## config.mk

```make
export PLATFORM = sky130hd
export DESIGN_NAME = volley_physics
export DESIGN_NICKNAME = d
export VERILOG_FILES = /design/src/design/volley_pkg.sv /design/src/design/volley_physics.sv /design/src/design/ball_dynamics.sv /design/src/design/player_motion.sv
export SDC_FILE = /design/constraint.sdc
export NUM_CORES = 1
export LEC_CHECK = 0
export ABC_AREA = 1
export BUFFER_PORTS_ARGS = -buffer_cell sky130_fd_sc_hd__buf_2
export CORE_MARGIN = 2
export CORE_UTILIZATION = 60
export CTS_BUF_LIST = sky130_fd_sc_hd__clkbuf_8 sky130_fd_sc_hd__clkbuf_16
export DETAILED_ROUTE_END_ITERATION = 8
export GPL_ROUTABILITY_DRIVEN = 0
export GPL_TIMING_DRIVEN = 0
export PLACE_DENSITY = 0.79
export SYNTH_ARGS = -nofsm -noshare
export SYNTH_HDL_FRONTEND = slang
export SYNTH_SLANG_ARGS = --single-unit
```

## constraint.sdc

```tcl
create_clock -name fps30 -period 16.19 [get_ports fps30]
set_input_delay 1.619 -clock fps30 [delete_from_list [all_inputs] [get_ports fps30]]
set_output_delay 1.619 -clock fps30 [all_outputs]
set_load 0.02 [all_outputs]
```

## src/design/volley_pkg.sv

```systemverilog
`default_nettype none

package volley_pkg;

    typedef logic signed [10:0] coord_t;    // screen pixels
    typedef logic signed [9:0]  vel_t;

    typedef struct packed {
        logic jump;
        logic left;
        logic right;
    } player_keys_t;

    typedef struct packed {
        coord_t x;
        coord_t y;
    } player_state_t;

    typedef struct packed {
        coord_t x;
        coord_t y;
    } ball_state_t;

    // players, velocities in px per frame
    localparam coord_t PLAYER_Y_MIN   = 11'sd50;
    localparam coord_t PLAYER_Y_MAX   = 11'sd390;    // player ground
    localparam coord_t A_X_MIN        = 11'sd48;
    localparam coord_t A_X_MAX        = 11'sd250;
    localparam coord_t B_X_MIN        = 11'sd370;
    localparam coord_t B_X_MAX        = 11'sd582;
    localparam coord_t A_START_X      = 11'sd150;
    localparam coord_t B_START_X      = 11'sd480;
    localparam coord_t START_Y        = 11'sd390;
    localparam vel_t   WALK_SPEED     = 10'sd4;
    localparam vel_t   JUMP_SPEED     = 10'sd30;     // magnitude, applied upward
    localparam vel_t   PLAYER_GRAVITY = 10'sd2;
    localparam vel_t   PLAYER_MAX_FALL = 10'sd30;

    // ball, velocities in tenths of a px per frame
    localparam coord_t BALL_X_MIN     = 11'sd38;
    localparam coord_t BALL_X_MAX     = 11'sd592;
    localparam coord_t BALL_Y_MIN     = 11'sd38;     // ceiling
    localparam coord_t BALL_Y_MAX     = 11'sd400;    // ball ground
    localparam coord_t NET_LEFT       = 11'sd285;
    localparam coord_t NET_RIGHT      = 11'sd335;
    localparam coord_t NET_TOP        = 11'sd270;
    localparam coord_t MIDCOURT       = 11'sd320;
    localparam coord_t SERVE_A_X      = 11'sd160;
    localparam coord_t SERVE_B_X      = 11'sd480;
    localparam coord_t SERVE_Y        = 11'sd60;
    localparam vel_t   BALL_GRAVITY   = 10'sd5;
    localparam vel_t   BALL_MAX_FALL  = 10'sd150;
    localparam vel_t   DRAG           = 10'sd2;
    localparam vel_t   DRAG_LIMIT     = 10'sd40;
    localparam vel_t   HIT_VX         = 10'sd50;
    localparam vel_t   HIT_VY         = 10'sd100;    // magnitude, applied upward
    localparam coord_t HIT_RANGE_X    = 11'sd30;
    localparam coord_t HIT_RANGE_Y    = 11'sd40;

    // side that let the ball drop
    localparam logic [1:0] GROUND_NONE  = 2'd0;
    localparam logic [1:0] GROUND_LEFT  = 2'd1;
    localparam logic [1:0] GROUND_RIGHT = 2'd2;

endpackage

`default_nettype wire
```

## src/design/volley_physics.sv

```systemverilog
`default_nettype none

module volley_physics (
    input  wire logic                       fps30,
    input  wire logic                       rst,
    input  wire logic                       play,
    input  wire logic                       serve_a,
    input  wire volley_pkg::player_keys_t   keys_a,
    input  wire volley_pkg::player_keys_t   keys_b,
    output wire volley_pkg::player_state_t  player_a,
    output wire volley_pkg::player_state_t  player_b,
    output wire volley_pkg::ball_state_t    ball,
    output wire logic [1:0]                 touch_ground
);

    player_motion #(
        .x_min   (volley_pkg::A_X_MIN),
        .x_max   (volley_pkg::A_X_MAX),
        .start_x (volley_pkg::A_START_X)
    ) player_a0 (
        .fps30 (fps30),
        .rst   (rst),
        .play  (play),
        .keys  (keys_a),
        .state (player_a)
    );

    player_motion #(
        .x_min   (volley_pkg::B_X_MIN),
        .x_max   (volley_pkg::B_X_MAX),
        .start_x (volley_pkg::B_START_X)
    ) player_b0 (
        .fps30 (fps30),
        .rst   (rst),
        .play  (play),
        .keys  (keys_b),
        .state (player_b)
    );

    // ball sees both players as held before the edge
    ball_dynamics ball0 (
        .fps30        (fps30),
        .rst          (rst),
        .play         (play),
        .serve_a      (serve_a),
        .player_a     (player_a),
        .player_b     (player_b),
        .ball         (ball),
        .touch_ground (touch_ground)
    );

endmodule

`default_nettype wire

```

## src/design/ball_dynamics.sv

```systemverilog
`default_nettype none

module ball_dynamics (
    input  wire logic                      fps30,
    input  wire logic                      rst,
    input  wire logic                      play,
    input  wire logic                      serve_a,
    input  wire volley_pkg::player_state_t player_a,
    input  wire volley_pkg::player_state_t player_b,
    output volley_pkg::ball_state_t        ball,
    output logic [1:0]                     touch_ground
);

    volley_pkg::vel_t   vx;
    volley_pkg::vel_t   vy;
    volley_pkg::vel_t   next_vx;
    volley_pkg::vel_t   next_vy;
    volley_pkg::vel_t   dx;
    volley_pkg::vel_t   dy;

    logic signed [11:0] nx_raw;
    logic signed [11:0] ny_raw;
    volley_pkg::coord_t nx;
    volley_pkg::coord_t ny;

    logic               wall_hit;
    logic               net_hit;
    logic               ceil_hit;
    logic               landed;
    logic               hit_a;
    logic               hit_b;
    logic [1:0]         next_ground;
    volley_pkg::coord_t serve_x;

    // box test between the ball and one player
    function automatic logic in_range(volley_pkg::ball_state_t b,
                                      volley_pkg::player_state_t p);
        logic signed [11:0] diff_x;
        logic signed [11:0] diff_y;
        diff_x = b.x - p.x;
        diff_y = b.y - p.y;
        return diff_x <= volley_pkg::HIT_RANGE_X && diff_x >= -volley_pkg::HIT_RANGE_X &&
               diff_y <= volley_pkg::HIT_RANGE_Y && diff_y >= -volley_pkg::HIT_RANGE_Y;
    endfunction

    assign dx = vx / 10'sd10;               // truncates toward zero
    assign dy = vy / 10'sd10;
    assign nx_raw = ball.x + dx;
    assign ny_raw = ball.y + dy;

    assign landed  = (ball.y == volley_pkg::BALL_Y_MAX);
    assign hit_a   = in_range(ball, player_a);
    assign hit_b   = in_range(ball, player_b);
    assign serve_x = serve_a ? volley_pkg::SERVE_A_X : volley_pkg::SERVE_B_X;

    // horizontal step with walls, then the net faces
    always_comb begin
        wall_hit = 1'b0;
        net_hit  = 1'b0;
        if (nx_raw <= volley_pkg::BALL_X_MIN) begin
            nx       = volley_pkg::BALL_X_MIN;
            wall_hit = 1'b1;
        end else if (nx_raw >= volley_pkg::BALL_X_MAX) begin
            nx       = volley_pkg::BALL_X_MAX;
            wall_hit = 1'b1;
        end else begin
            nx = volley_pkg::coord_t'(nx_raw);
        end

        if (ball.x <= volley_pkg::NET_LEFT && nx_raw >= volley_pkg::NET_LEFT &&
            ball.y >= volley_pkg::NET_TOP) begin
            nx      = volley_pkg::NET_LEFT;    // from the a side
            net_hit = 1'b1;
        end else if (ball.x >= volley_pkg::NET_RIGHT && nx_raw <= volley_pkg::NET_RIGHT &&
                     ball.y >= volley_pkg::NET_TOP) begin
            nx      = volley_pkg::NET_RIGHT;   // from the b side
            net_hit = 1'b1;
        end
    end

    // vertical step with ceiling and ground
    always_comb begin
        ceil_hit = 1'b0;
        if (ny_raw <= volley_pkg::BALL_Y_MIN) begin
            ny       = volley_pkg::BALL_Y_MIN;
            ceil_hit = 1'b1;
        end else if (ny_raw >= volley_pkg::BALL_Y_MAX) begin
            ny = volley_pkg::BALL_Y_MAX;
        end else begin
            ny = volley_pkg::coord_t'(ny_raw);
        end
    end

    // a hit beats the bounces; player a wins a tie
    always_comb begin
        if (landed) begin
            next_vx = '0;
            next_vy = '0;
        end else if (hit_a) begin
            next_vx = volley_pkg::HIT_VX;
            next_vy = -volley_pkg::HIT_VY;
        end else if (hit_b) begin
            next_vx = -volley_pkg::HIT_VX;
            next_vy = -volley_pkg::HIT_VY;
        end else begin
            if (wall_hit || net_hit) begin
                next_vx = -vx;
            end else if (vx > volley_pkg::DRAG_LIMIT) begin
                next_vx = vx - volley_pkg::DRAG;
            end else if (vx < -volley_pkg::DRAG_LIMIT) begin
                next_vx = vx + volley_pkg::DRAG;
            end else begin
                next_vx = vx;
            end

            if (ceil_hit) begin
                next_vy = -vy;
            end else if (vy < volley_pkg::BALL_MAX_FALL) begin
                next_vy = vy + volley_pkg::BALL_GRAVITY;
            end else begin
                next_vy = vy;
            end
        end
    end

    // landing side from the pre-edge position
    always_comb begin
        if (!landed) begin
            next_ground = volley_pkg::GROUND_NONE;
        end else if (ball.x < volley_pkg::MIDCOURT) begin
            next_ground = volley_pkg::GROUND_LEFT;
        end else begin
            next_ground = volley_pkg::GROUND_RIGHT;
        end
    end

    always_ff @(posedge fps30 or posedge rst) begin
        if (rst) begin
            ball.x       <= volley_pkg::SERVE_B_X;
            ball.y       <= volley_pkg::SERVE_Y;
            vx           <= '0;
            vy           <= '0;
            touch_ground <= volley_pkg::GROUND_NONE;
        end else if (!play) begin
            ball.x       <= serve_x;         // winner serves next
            ball.y       <= volley_pkg::SERVE_Y;
            vx           <= '0;
            vy           <= '0;
            touch_ground <= volley_pkg::GROUND_NONE;
        end else begin
            ball.x       <= nx;
            ball.y       <= ny;
            vx           <= next_vx;
            vy           <= next_vy;
            touch_ground <= next_ground;
        end
    end

    ground_after_landing: assert property (
        @(posedge fps30) disable iff (rst)
        touch_ground != volley_pkg::GROUND_NONE |-> $past(ball.y) == volley_pkg::BALL_Y_MAX
    );

endmodule

`default_nettype wire

```

## src/design/player_motion.sv

```systemverilog
`default_nettype none

module player_motion #(
    parameter volley_pkg::coord_t x_min   = volley_pkg::A_X_MIN,
    parameter volley_pkg::coord_t x_max   = volley_pkg::A_X_MAX,
    parameter volley_pkg::coord_t start_x = volley_pkg::A_START_X
) (
    input  wire logic                     fps30,
    input  wire logic                     rst,
    input  wire logic                     play,
    input  wire volley_pkg::player_keys_t keys,
    output volley_pkg::player_state_t     state
);

    volley_pkg::vel_t   vx;
    volley_pkg::vel_t   vy;
    volley_pkg::vel_t   next_vx;
    volley_pkg::vel_t   next_vy;

    logic signed [11:0] sum_x;              // one bit of headroom
    logic signed [11:0] sum_y;
    volley_pkg::coord_t next_x;
    volley_pkg::coord_t next_y;

    logic               only_left;
    logic               only_right;
    logic               on_ground;

    assign only_left  = keys.left && !keys.right;
    assign only_right = keys.right && !keys.left;
    assign on_ground  = (state.y == volley_pkg::PLAYER_Y_MAX);

    // walking, no move into a wall
    always_comb begin
        if (only_left && state.x > x_min) begin
            next_vx = -volley_pkg::WALK_SPEED;
        end else if (only_right && state.x < x_max) begin
            next_vx = volley_pkg::WALK_SPEED;
        end else begin
            next_vx = '0;
        end
    end

    // jump takes off only from the ground
    always_comb begin
        if (keys.jump && on_ground) begin
            next_vy = -volley_pkg::JUMP_SPEED;
        end else if (on_ground) begin
            next_vy = '0;
        end else if (vy < volley_pkg::PLAYER_MAX_FALL) begin
            next_vy = vy + volley_pkg::PLAYER_GRAVITY;
        end else begin
            next_vy = vy;                    // terminal fall speed
        end
    end

    // position moves by the velocity held before the edge
    always_comb begin
        sum_x = state.x + vx;
        sum_y = state.y + vy;

        if (sum_x < x_min) begin
            next_x = x_min;
        end else if (sum_x > x_max) begin
            next_x = x_max;
        end else begin
            next_x = volley_pkg::coord_t'(sum_x);
        end

        if (sum_y < volley_pkg::PLAYER_Y_MIN) begin
            next_y = volley_pkg::PLAYER_Y_MIN;
        end else if (sum_y > volley_pkg::PLAYER_Y_MAX) begin
            next_y = volley_pkg::PLAYER_Y_MAX;
        end else begin
            next_y = volley_pkg::coord_t'(sum_y);
        end
    end

    always_ff @(posedge fps30 or posedge rst) begin
        if (rst) begin
            vx      <= '0;
            vy      <= '0;
            state.x <= start_x;
            state.y <= volley_pkg::START_Y;
        end else if (!play) begin
            vx      <= '0;                   // back to the start spot
            vy      <= '0;
            state.x <= start_x;
            state.y <= volley_pkg::START_Y;
        end else begin
            vx      <= next_vx;
            vy      <= next_vy;
            state.x <= next_x;
            state.y <= next_y;
        end
    end

    position_in_bounds: assert property (
        @(posedge fps30) disable iff (rst)
        state.x >= x_min && state.x <= x_max &&
        state.y >= volley_pkg::PLAYER_Y_MIN && state.y <= volley_pkg::PLAYER_Y_MAX
    );

endmodule

`default_nettype wire

```

==> results list, run 1 <==
* Status: complete, no violations
- Clock insertion delay at the later pin of the skew report: between 0.3 and 0.4 ns
- Syn avg cell area: 7.07 um2
- After clock tree synthesis, the clock-pin slew on the worst setup and hold paths is 0.09 ns.
* Number of buffers created by CTS: 9
- From synthesis to final layout, the design area changed by 9.26%.
- After routing, the total negative slack on setup checks comes to 0 ns.
* Initial DRT Pass Iterations: 5
* Largest area contributor in the netlist: sky130_fd_sc_hd__dfrtp_1
* Final count of negative-setup-slack endpoints: 0
- The path class of the tightest hold or removal check is flop to flop.
* Boundary pin count: just under 80
* Number of enable-type register cells in the synthesized netlist: 0
- Area fraction of the dominant cell type after synthesis: 0.175
- Total GRT Usage: 0.281
* Maximum count of clock buffers along a single path: 2
- First-pass GRT wire length: about 48,000 um
- Global routing finished with a remaining overflow of 0.
* Number of input and output port buffers inserted: between 70 and 80
* Critical-path top delay cell: sky130_fd_sc_hd__dfrtp_1
* Critical Path Sink Type: flop
- In this run the cell area of the synthesized design comes to between 10,000 and 15,000 um2.
* Delay of the slowest cell on the worst path: approximately 0.49 ns
- Data on the critical path arrives at its endpoint at around 8.5 ns.
* Largest net degree at the start of global routing: 73
* Primary flip-flop cell chosen by synthesis mapping: sky130_fd_sc_hd__dfrtp_1
* Area contributors post-synth: sky130_fd_sc_hd__dfrtp_1 (18%), sky130_fd_sc_hd__ha_1 (13%), sky130_fd_sc_hd__nand2_1 (9.5%)
* Number of vias in the routed layout: 11,205
- Wire length after detailed routing: ~29,000 um
* Post_cts resized: 0
- In this run, synthesis produced a sequential element count of 107.
* Fraction of final layout cells sized beyond drive strength 1: 0.135
- Clock tree root driver cell: sky130_fd_sc_hd__clkbuf_16
- Sort of element at the start of the critical path: flop
* Number of different library cells in the post-synthesis netlist: 63
- Starting density of the core: 0.610
- At the placement stage, the worst setup path has a slack of slightly above 8 ns.
- Post-route setup slack: ~8.0 ns
* Upper clock frequency limit: approximately 120 MHz
- DRC violation count after routing: 0
- Async SR Flop Fraction: 1.00
* Via/cell ratio: around 5.5
- H-tree levels: 3
- Number of antenna diodes: 0
- Floorplan core area: roughly 19,000 um2
- The HPWL after detailed placement is approximately 23,000 um.
* Setup repair after global routing missed its margin: no
- Synth warn: 0
* DRT iter0 DRCs: 624
- Required @ worst endpoint: 16.46 ns
- Number of global-route vias before repair: 10,628
- The critical path is of the flop to flop type.
* Max Clock Skew: slightly below 0.02 ns
* Clock tree from TritonCTS: built
- Once placement finished, the instance area stood at roughly 13,000 um2.
- After technology mapping, the gate count stands at around 1,700.
* Number of post-CTS setup repair buffers: 0
- Height of the die: 144 um
* Least-Margin Pin Slew: approximately 1.1 ns
- Dividing the final minimum period by the clock period gives 0.509.
* Cts-stage hold buffer count: 0
- Width of the die: 144 um
- Max-slew violations: 0
- The floorplan step defined a die boundary enclosing approximately 21,000 um2.
- In this run the remaining antenna-violating nets after routing total 0.
* Worst Path Max Fanout: 8
- Leading cell type in the layout, fill and taps excluded: sky130_fd_sc_hd__nand2_1
- The layout has roughly 1,700 filler cells.
* Routed wire per std cell: about 14 um
* Worst slew slack as a fraction of its limit: 0.282
- Max-cap violations in this run came to 0.
- Antenna violations before repair: 0
- Number of clock sinks: ~110
* Sequential fraction of the synthesis area: 0.229
* Net count reported at finish: 1,915
- The top cell types in the final layout, fill and taps aside, are sky130_fd_sc_hd__nand2_1 (300), sky130_fd_sc_hd__inv_1 (285), sky130_fd_sc_hd__a21oi_1 (123).
* Most used cell along the critical path: sky130_fd_sc_hd__nand2_1
- Final worst path period need: around 8 ns
- The initialized floorplan defines 51 standard-cell rows.
- The finished cells cover ~13,000 um2.
- Hold violation count in the final report: 0
## synth_stat cells (6+ instances only)
cell type                   number
sky130_fd_sc_hd__nand3_1       104
sky130_fd_sc_hd__or2_2           9
sky130_fd_sc_hd__ha_1          122
sky130_fd_sc_hd__nor3_1         37
sky130_fd_sc_hd__nand3_2        13
sky130_fd_sc_hd__o21ai_0        84
sky130_fd_sc_hd__fa_1            9
sky130_fd_sc_hd__nor2_1        101
sky130_fd_sc_hd__o21bai_1       20
sky130_fd_sc_hd__o22ai_1        14
sky130_fd_sc_hd__o211ai_1        9
sky130_fd_sc_hd__dfrtp_1        83
sky130_fd_sc_hd__a22oi_1         7
sky130_fd_sc_hd__xor2_1         73
sky130_fd_sc_hd__inv_2          18
sky130_fd_sc_hd__a31oi_1        10
sky130_fd_sc_hd__o31ai_1         7
sky130_fd_sc_hd__xnor2_1        29
sky130_fd_sc_hd__nand2_1       300
sky130_fd_sc_hd__inv_1         286
sky130_fd_sc_hd__nand2_4        16
sky130_fd_sc_hd__a21o_1         11
sky130_fd_sc_hd__a21oi_1       123
sky130_fd_sc_hd__nand3b_1        6
sky130_fd_sc_hd__and3_1          7
sky130_fd_sc_hd__o21ai_2         7
sky130_fd_sc_hd__dfstp_2        24
sky130_fd_sc_hd__nand4_1        19
sky130_fd_sc_hd__o2111ai_1       8
sky130_fd_sc_hd__clkbuf_1        9
sky130_fd_sc_hd__nand2_2        32
sky130_fd_sc_hd__nor4_1         10
## area by class of cell
cell class,instances,area [um2],share of cell area
tap,265,332,0.0256
buffer,17,108,0.00832
timing repair buffer,76,403,0.0312
inverter,306,1150,0.0891
sequential,107,2710,0.209
multi-input combinational,1257,7920,0.612
clock inverter,7,85.1,0.00658
clock buffer,9,225,0.0174
## final timing paths
kind | start | to | slack (ns) | cells past startpoint
min | player_b0.state[12] | player_b0.state[12] | 0.58 | 2
min reg2reg | player_b0.state[12] | player_b0.state[12] | 0.58 | 2
max in group asynchronous | rst | player_a0.state[18] | 14.14 | 3
max | ball0.vx[1] | ball0.vx[2] | 7.96 | 52
max reg2reg | ball0.vx[1] | ball0.vx[2] | 7.96 | 52
min in group asynchronous | rst | ball0.ball[9] | 1.26 | 2
## cell families (layout without fill, tap and decap cells)
logic type,count (synthesis),count (layout),synth area share
XOR/XNOR,102,102,0.0755
adder cells (fa/ha/maj),131,131,0.144
AO/OA/AOI/OAI,337,337,0.173
other,2,15,0.000634
buffers and inverters,323,415,0.106
flip-flops,107,107,0.229
AND/OR/NAND/NOR,672,672,0.271
## layer usage
layer | track usage | vias up | wire length (um)
met5 | 0 | - | 0
met1 | 0.362 | 5148 | 12900
met4 | 0.0986 | 0 | 505
li1 | - | 5739 | -
met3 | 0.0232 | 37 | 1390
met2 | 0.495 | 281 | 13700
## flip-flops by register name, summed over array words and instances, names as in the netlist
signal / flops
ball0.touch_ground: 2
player_b0.state: 21
player_a0.state: 21
player_b0.vx: 2
player_a0.vy: 9
ball0.vx: 9
ball0.vy: 10
ball0.ball: 22
player_a0.vx: 2
player_b0.vy: 9
## stage by stage
step            util  hold WS [ns]  instances
2_1_floorplan      -         0.514       1687
3_3_place_gp   0.649         0.567       2027
3_5_place_dp   0.651         0.551       2028
4_1_cts        0.667         0.577       2044
5_1_grt        0.667         0.599       2044
6_report       0.667         0.579       2044
## worst max-delay path, delay by kind of cell, from the launching register on
kind | cells | cell delay (ns)
AO/OA/AOI/OAI | 12 | 1.85
flip-flops | 1 | 0.49
adder cells (fa/ha/maj) | 4 | 1.22
XOR/XNOR | 1 | 0.28
buffers and inverters | 5 | 0.59
AND/OR/NAND/NOR | 30 | 3.71
Power of run 1 is left out: the tool's default activity adds up to more than one toggle a clock period on the data nets, which glitch-free logic cannot reach.
==> run 2: changes to the inputs <==
- CORE_UTILIZATION: 60 -> 57
- clock period: 16.19 -> 7.5 ns (I/O delays scaled with it)
==> results list, run 2 (synthesized netlist as in run 1, its figures left out) <==
- Status: complete, no violations (unchanged).
- Total number of placement rows: 52 (was 51)
* Register containing the most flip-flops in the final layout: ball0.ball (unchanged)
- Final count of negative-setup-slack endpoints: 0 (unchanged)
- H-tree levels: 3 (unchanged)
* Final Hold Slack: 0.527 ns (was 0.579 ns)
- Total GRT Usage: 0.270 (was 0.281)
- The top fanout value on the critical path came to 10 (was 8).
- Net count reported at finish: 1,947 (was 1,915)
- The fraction of layout instances using a drive strength above 1 is 0.182 (was 0.135).
* Number of antenna diodes: 0 (unchanged)
* Regs by FF count: ball0.ball: 22 flops, player_a0.state: 21 flops, player_b0.state: 21 flops (unchanged)
* Width of the die: 148 um (was 144 um)
- Clock-pin slew of the registers on the worst-case setup and hold paths: 0.07 ns (was 0.09 ns)
* Worst setup path start: ball0.vx[6] (was ball0.vx[1])
- Starting density of the core: 0.583 (was 0.610)
* Boundary pin count: 78 (unchanged)
- The global-route congestion overflow total was 0 (unchanged).
* Required @ worst endpoint: 7.74 ns (was 16.46 ns)
- The HPWL reported at the end of detailed placement was 23,200 um (was 22,500 um).
- Slack of the worst reg-to-reg path: 0.39 ns (was 7.96 ns)
- The largest buffer count on any clock path is 2 (unchanged).
- Initial DRT Pass Iterations: 7 (was 5)
- Critical path data arrival time: 7.35 ns (was 8.50 ns)
- Delay of the slowest cell on the worst path: 0.48 ns (was 0.49 ns)
* Hold violation count in the final report: 0 (unchanged)
* Height of the die: 148 um (was 144 um)
- The routed wirelength normalized by instance count came to 14.5 um (was 14.0 um).
- The critical path endpoint category is a flop (unchanged).
- The master of the slowest instance on the critical path is sky130_fd_sc_hd__dfrtp_1 (unchanged).
* Number of buffers created by CTS: 9 (unchanged)
- The met2 wirelength from detailed routing was 14,500 um (was 13,700 um).
- The final worst setup slack was 0.389 ns (was 7.96 ns).
- Remaining number of nets flagged by the antenna check after routing: 0 (unchanged)
* Number of global-route vias before repair: 10,602 (was 10,628)
* Leading cell type in the layout, fill and taps excluded: sky130_fd_sc_hd__nand2_1 (unchanged)
- The root buffer selected by CTS was sky130_fd_sc_hd__clkbuf_16 (unchanged).
* Commonest cells after routing, fill and taps aside: sky130_fd_sc_hd__nand2_1 (287), sky130_fd_sc_hd__inv_1 (278), sky130_fd_sc_hd__a21oi_1 (120) (was sky130_fd_sc_hd__nand2_1 (300), sky130_fd_sc_hd__inv_1 (285), sky130_fd_sc_hd__a21oi_1 (123))
- The average via count per standard cell is 5.58 (was 5.48).
* Number of flip-flops under the largest register name: 22 (unchanged)
- The iteration-0 DRC count of the detailed router is 665 (was 624).
* Path type of the worst setup path: flop to flop (unchanged)
- The total DRC errors in the routed layout is 0 (unchanged).
- The worst-case setup slack after placement came to -0.602 ns (was 8.17 ns).
- Worst slew slack as a fraction of its limit: 0.242 (was 0.282)
- Max-slew violations: 0 (unchanged)
- The area growth from synthesis to final layout was 14.0% (was 9.26%).
* Total Negative Setup Slacks: 0 ns (unchanged)
- Largest net degree at the start of global routing: 59 (was 73)
* Number of clock sinks: 107 (unchanged)
- The maximum clock frequency is 141 MHz (was 121 MHz).
- The setup skew after layout came to 0.0118 ns (was 0.0192 ns).
- Number of input and output port buffers inserted: 75 (unchanged)
- The uppermost metal layer occupied by signal nets is met4 (unchanged).
* Sort of element at the start of the critical path: flop (unchanged)
- Finished Core Util: 0.665 (was 0.667)
- Antenna violations before repair: 0 (unchanged)
* Met1 layer wirelength in the final routing: 13,000 um (was 12,900 um)
- The clock insertion delay at the later pin of the skew report is 0.37 ns (was 0.38 ns).
- The clock tree from TritonCTS was built (unchanged).
* Wire length after detailed routing: 30,100 um (was 28,500 um)
* Number of vias in the routed layout: 11,616 (was 11,205)
* Floorplan core area: 20,300 um2 (was 19,400 um2)
* Final period utilization: 0.948 (was 0.509)
- Max-cap viol count: 0 (unchanged)
* Source of the worst register-to-register timing path: ball0.vx[6] (was ball0.vx[1])
- DIE AREA: 21,900 um2 (was 20,900 um2)
- The clock period minus final worst setup slack was 7.11 ns (was 8.23 ns).
- The wire length on met3 came to 1970 um (was 1390 um).
* First-pass GRT wire length: 49,100 um (was 47,900 um)
- Least-Margin Pin Slew: 1.12 ns (was 1.06 ns)
- Worst Hold Class: input port to async pin (was flop to flop)
- Most used cell along the critical path: sky130_fd_sc_hd__nand2_4 (was sky130_fd_sc_hd__nand2_1)
[run 2: critical path, delay by kind of cell (launching register included)]
kind	cells	cell delay, ns
AND/OR/NAND/NOR	31	3.01
AO/OA/AOI/OAI	10	1.63
buffers and inverters	7	0.76
adder cells (fa/ha/maj)	3	0.70
flip-flops	1	0.48
XOR/XNOR	2	0.39
[run 2: final timing paths]
| check | to | depth (start not counted) |
|---|---|---|
| max | ball0.vx[1] | 53 |
| max in group asynchronous | player_a0.state[8] | 3 |
| max reg2reg | ball0.vx[1] | 53 |
| min in group fps30 | ball0.ball[17] | 2 |
| min | ball0.vy[4] | 2 |
| min reg2reg | player_b0.vy[4] | 1 |
[run 2: repair_timing]
action	CTS	global route
hold endpoints to repair	0	0
pin swaps	5	41
gates resized for setup	17	88
endpoints found under the setup margin	26	31
buffers inserted	5	27
hold buffers	0	0
[run 2: metal layers]
metal  GRT usage  up-vias
met5           0        -
met4      0.0752        0
met3      0.0353       58
met2       0.471      375
met1       0.352     5371
li1            -     5812
[run 2: area by class of cell]
cell class                      instances  area (um2)
Inverter                              306        1160
Buffer                                 17         123
Timing Repair Buffer                  108         643
Clock inverter                          7        66.3
Fill cell                            1773        6800
Sequential cell                       107        2710
Tap cell                              270         338
Clock buffer                            9         225
Multi-Input combinational cell       1257        8230
[run 2: stage by stage]
stage          area, um2  instances
2_1_floorplan      11900       1687
3_3_place_gp       12600       2032
4_1_cts            13000       2054
5_1_grt            13500       2081
3_5_place_dp       12600       2033
6_report           13500       2081
Power of run 2 is left out for the same reason.
==> run 3: changes to the inputs <==
- ABC_AREA: 1 -> default
- PLACE_DENSITY: 0.79 -> 0.78
==> results list, run 3 <==
* Number of enable-type register cells in the synthesized netlist: 0 (unchanged)
* Hold violation count in the final report: 0 (unchanged)
- The critical path arrival was 7.86 ns (was 7.35 ns).
- The uppermost metal layer occupied by signal nets was met4 (unchanged).
- The maximum number of pins on one net before global-route repair is 67 (was 59).
- Number of input and output port buffers inserted: 74 (was 75)
- The mean area per synthesized cell came to 7.90 um2 (was 7.07 um2).
- Fraction of final layout cells sized beyond drive strength 1: 0.200 (was 0.182)
- The maximum clock frequency was 132 MHz (was 141 MHz).
- The critical path endpoint category is a flop (unchanged).
- Delay of the slowest cell on the worst path: 0.55 ns (was 0.48 ns)
* Number of synthesized register bits: 107 (unchanged)
- Largest area contributor in the netlist: sky130_fd_sc_hd__dfrtp_1 (unchanged)
- The vertical die dimension is 153 um (was 148 um).
* Required @ worst endpoint: 7.78 ns (was 7.74 ns)
- Placed standard-cell area: 13,500 um2 (was 12,600 um2)
- The total DRC errors in the routed layout came to 0 (unchanged).
* Number of vias in the routed layout: 12,944 (was 11,616)
* Clock tree root driver cell: sky130_fd_sc_hd__clkbuf_16 (unchanged)
* Worst setup path start: ball0.vy[0] (was ball0.vx[6])
- Primary flip-flop cell chosen by synthesis mapping: sky130_fd_sc_hd__dfrtp_1 (unchanged)
- Status: finished with violations (was complete, no violations).
- Total GRT Usage: 0.290 (was 0.270)
* Max-slew violations: 0 (unchanged)
* Least-Margin Pin Slew: 0.845 ns (was 1.12 ns)
- The kind of start point of the critical path is a flop (unchanged).
- The post-synthesis instance area came to 12,700 um2 (was 11,800 um2).
* Placement Setup Slack: -1.38 ns (was -0.602 ns)
* Wire length after detailed routing: 35,800 um (was 30,100 um)
- Area contributors post-synth: sky130_fd_sc_hd__dfrtp_1 (16%), sky130_fd_sc_hd__ha_1 (12%), sky130_fd_sc_hd__xnor2_1 (6.0%) (was sky130_fd_sc_hd__dfrtp_1 (18%), sky130_fd_sc_hd__ha_1 (13%), sky130_fd_sc_hd__nand2_1 (9.5%))
- Worst slew slack as a fraction of its limit: 0.436 (was 0.242)
- The floorplan die width came to 153 um (was 148 um).
- Number of clock sinks: 107 (unchanged)
* Total number of placement rows: 54 (was 52)
- The routed wirelength normalized by instance count was 17.6 um (was 14.5 um).
- The top fanout value on the critical path came to 5 (was 10).
- The post-synthesis cell type count was 95 (was 63).
- Remaining number of nets flagged by the antenna check after routing: 0 (unchanged)
- The net count reported at finish was 1,894 (was 1,947).
- The total die area was 23,400 um2 (was 21,900 um2).
- Most frequent cell after synthesis: sky130_fd_sc_hd__nor2_1 (was sky130_fd_sc_hd__nand2_1)
- Cts-stage hold buffer count: 0 (unchanged)
- Leading cell type in the layout, fill and taps excluded: sky130_fd_sc_hd__nor2_1 (was sky130_fd_sc_hd__nand2_1)
- Clock tree from TritonCTS: built (unchanged)
- The number of antenna violations at the first check in global routing came to 0 (unchanged).
- The launch point of the worst reg-to-reg path is ball0.vy[0] (was ball0.vx[6]).
* DRT iter0 DRCs: 953 (was 665)
* Regs by FF count: ball0.ball: 22 flops, player_a0.state: 21 flops, player_b0.state: 21 flops (unchanged)
- Max-cap viol count: 0 (unchanged)
- The fill cell total of the finished layout is 1,781 (was 1,773).
* Starting density of the core: 0.580 (was 0.583)
* Finished Cell Area: 14,900 um2 (was 13,500 um2)
* Number of global-route vias before repair: 12,198 (was 10,602)
* Gr ovfl total: 0 (unchanged)
- Setup repair after global routing missed its margin: yes
* Maximum count of clock buffers along a single path: 2 (unchanged)
* Final HPWL from detailed placement: 25,400 um (was 23,200 um)
* Most numerous cell types in the synthesized netlist: sky130_fd_sc_hd__nor2_1 (134), sky130_fd_sc_hd__a21oi_1 (127), sky130_fd_sc_hd__inv_1 (126) (was sky130_fd_sc_hd__nand2_1 (300), sky130_fd_sc_hd__inv_1 (286), sky130_fd_sc_hd__a21oi_1 (123))
- The final worst setup slack is -0.0823 ns (was 0.389 ns).
- Clock insertion delay at the later pin of the skew report: 0.37 ns (about the same)
- The setup skew after layout came to 0.0175 ns (was 0.0118 ns).
- Register containing the most flip-flops in the final layout: ball0.ball (unchanged)
- Via/cell ratio: 6.35 (was 5.58)
- The count of synthesis-stage warnings from yosys is 0 (unchanged).
- Floorplan core area: 21,800 um2 (was 20,300 um2)
- The share of the cycle needed by the critical path after routing came to 1.01 (was 0.948).
* Number of cells produced by synthesis: 1,603 (was 1,674)
- The master of the slowest instance on the critical path was sky130_fd_sc_hd__or4_4 (was sky130_fd_sc_hd__dfrtp_1).
- Met1 layer wirelength in the final routing: 15,500 um (was 13,000 um)
- The post-synthesis sequential area ratio came to 0.214 (was 0.229).
* Commonest cells after routing, fill and taps aside: sky130_fd_sc_hd__nor2_1 (124), sky130_fd_sc_hd__a21oi_1 (119), sky130_fd_sc_hd__inv_1 (119) (was sky130_fd_sc_hd__nand2_1 (287), sky130_fd_sc_hd__inv_1 (278), sky130_fd_sc_hd__a21oi_1 (120))
* Number of antenna diodes: 0 (unchanged)
* H-tree levels: 3 (unchanged)
* Final count of negative-setup-slack endpoints: 7 (was 0)
- Final worst path period need: 7.58 ns (was 7.11 ns)
- The number of clock buffers inserted by TritonCTS is 9 (unchanged).
* Path type of the worst setup path: flop to flop (unchanged)
- The wire length of the first global-routing pass was 58,000 um (was 49,100 um).
- Area fraction of the dominant cell type after synthesis: 0.164 (was 0.175)
- The area growth from synthesis to final layout is 17.7% (was 14.0%).
* Amount of wire on met3 after detailed routing: 2030 um (was 1970 um)
- The met2 wirelength from detailed routing came to 17,400 um (was 14,500 um).
* Async SR Flop Fraction: 1.00 (unchanged)
* Boundary pin count: 78 (unchanged)
* Worst Hold Class: input port to async pin (unchanged)
- The number of flip-flops under the largest register name was 22 (unchanged).
- Clock-pin slew of the registers on the worst-case setup and hold paths: 0.09 ns (was 0.07 ns)
* Violations in the final reports: setup timing
- Initial DRT Pass Iterations: 5 (was 7)
[run 3: per-layer routing]
metal | vias up | GRT usage
met3 | 88 | 0.0326
met1 | 6192 | 0.388
li1 | 6206 | -
met4 | 0 | 0.0873
met5 | - | 0
met2 | 458 | 0.496
[run 3: cell families after synthesis]
group,after synthesis,share of synthesized area
XOR/XNOR,118,0.0853
AO/OA/AOI/OAI,502,0.271
AND/OR/NAND/NOR,527,0.211
multiplexers,31,0.0255
other,2,0.000593
adder cells (fa/ha/maj),134,0.137
flip-flops,107,0.214
buffers and inverters,182,0.0561
[run 3: final timing paths]
check	to	slack, ns	depth (start not counted)
setup / recovery	ball0.vy[4]	-0.08	36
hold / removal	player_b0.state[21]	0.56	2
setup reg to reg	ball0.vy[4]	-0.08	36
hold reg to reg	player_b0.vy[4]	0.57	1
max in group asynchronous	ball0.ball[17]	6.16	3
min in group fps30	player_b0.vy[4]	0.57	1
[run 3: per-stage QoR]
step                      setup TNS (ns)   util  cells  hold WS [ns]
after floorplan                        0      -   1616         0.510
after global placement            -24.97  0.619   1970         0.567
after detailed placement          -30.22  0.620   1971         0.556
after CTS                       -0.00246  0.655   2012         0.570
after global routing               -5.00  0.683   2038         0.602
final                             -0.274  0.683   2038         0.560
[run 3: worst max-delay path: cells and delay by family (launching register included)]
family | cells | cell delay, ns
and+or+nand+nor | 9 | 1.89
DFF | 1 | 0.45
adders and majority gates | 5 | 1.20
buffers and inverters | 5 | 0.65
AOI/OAI and AO/OA | 13 | 2.55
xor gates and xnor gates | 4 | 0.78
[run 3: timing repair]
item	CTS	global route
resized for setup	71	111
setup buffers	27	28
pin swaps	31	62
endpoints found under the setup margin	38	38
gates cloned	0	1
[run 3: layout make-up]
| class | count | area (um2) | share of cell area |
|---|---|---|---|
| clock inverter | 7 | 66.3 | 0.00445 |
| buffer | 50 | 274 | 0.0184 |
| multi-input combinational | 1328 | 9980 | 0.669 |
| timing repair buffer | 130 | 818 | 0.0549 |
| inverter | 127 | 482 | 0.0323 |
| sequential | 107 | 2710 | 0.182 |
| tap | 280 | 350 | 0.0235 |
| clock buffer | 9 | 225 | 0.0151 |
Power of run 3 is left out for the same reason.
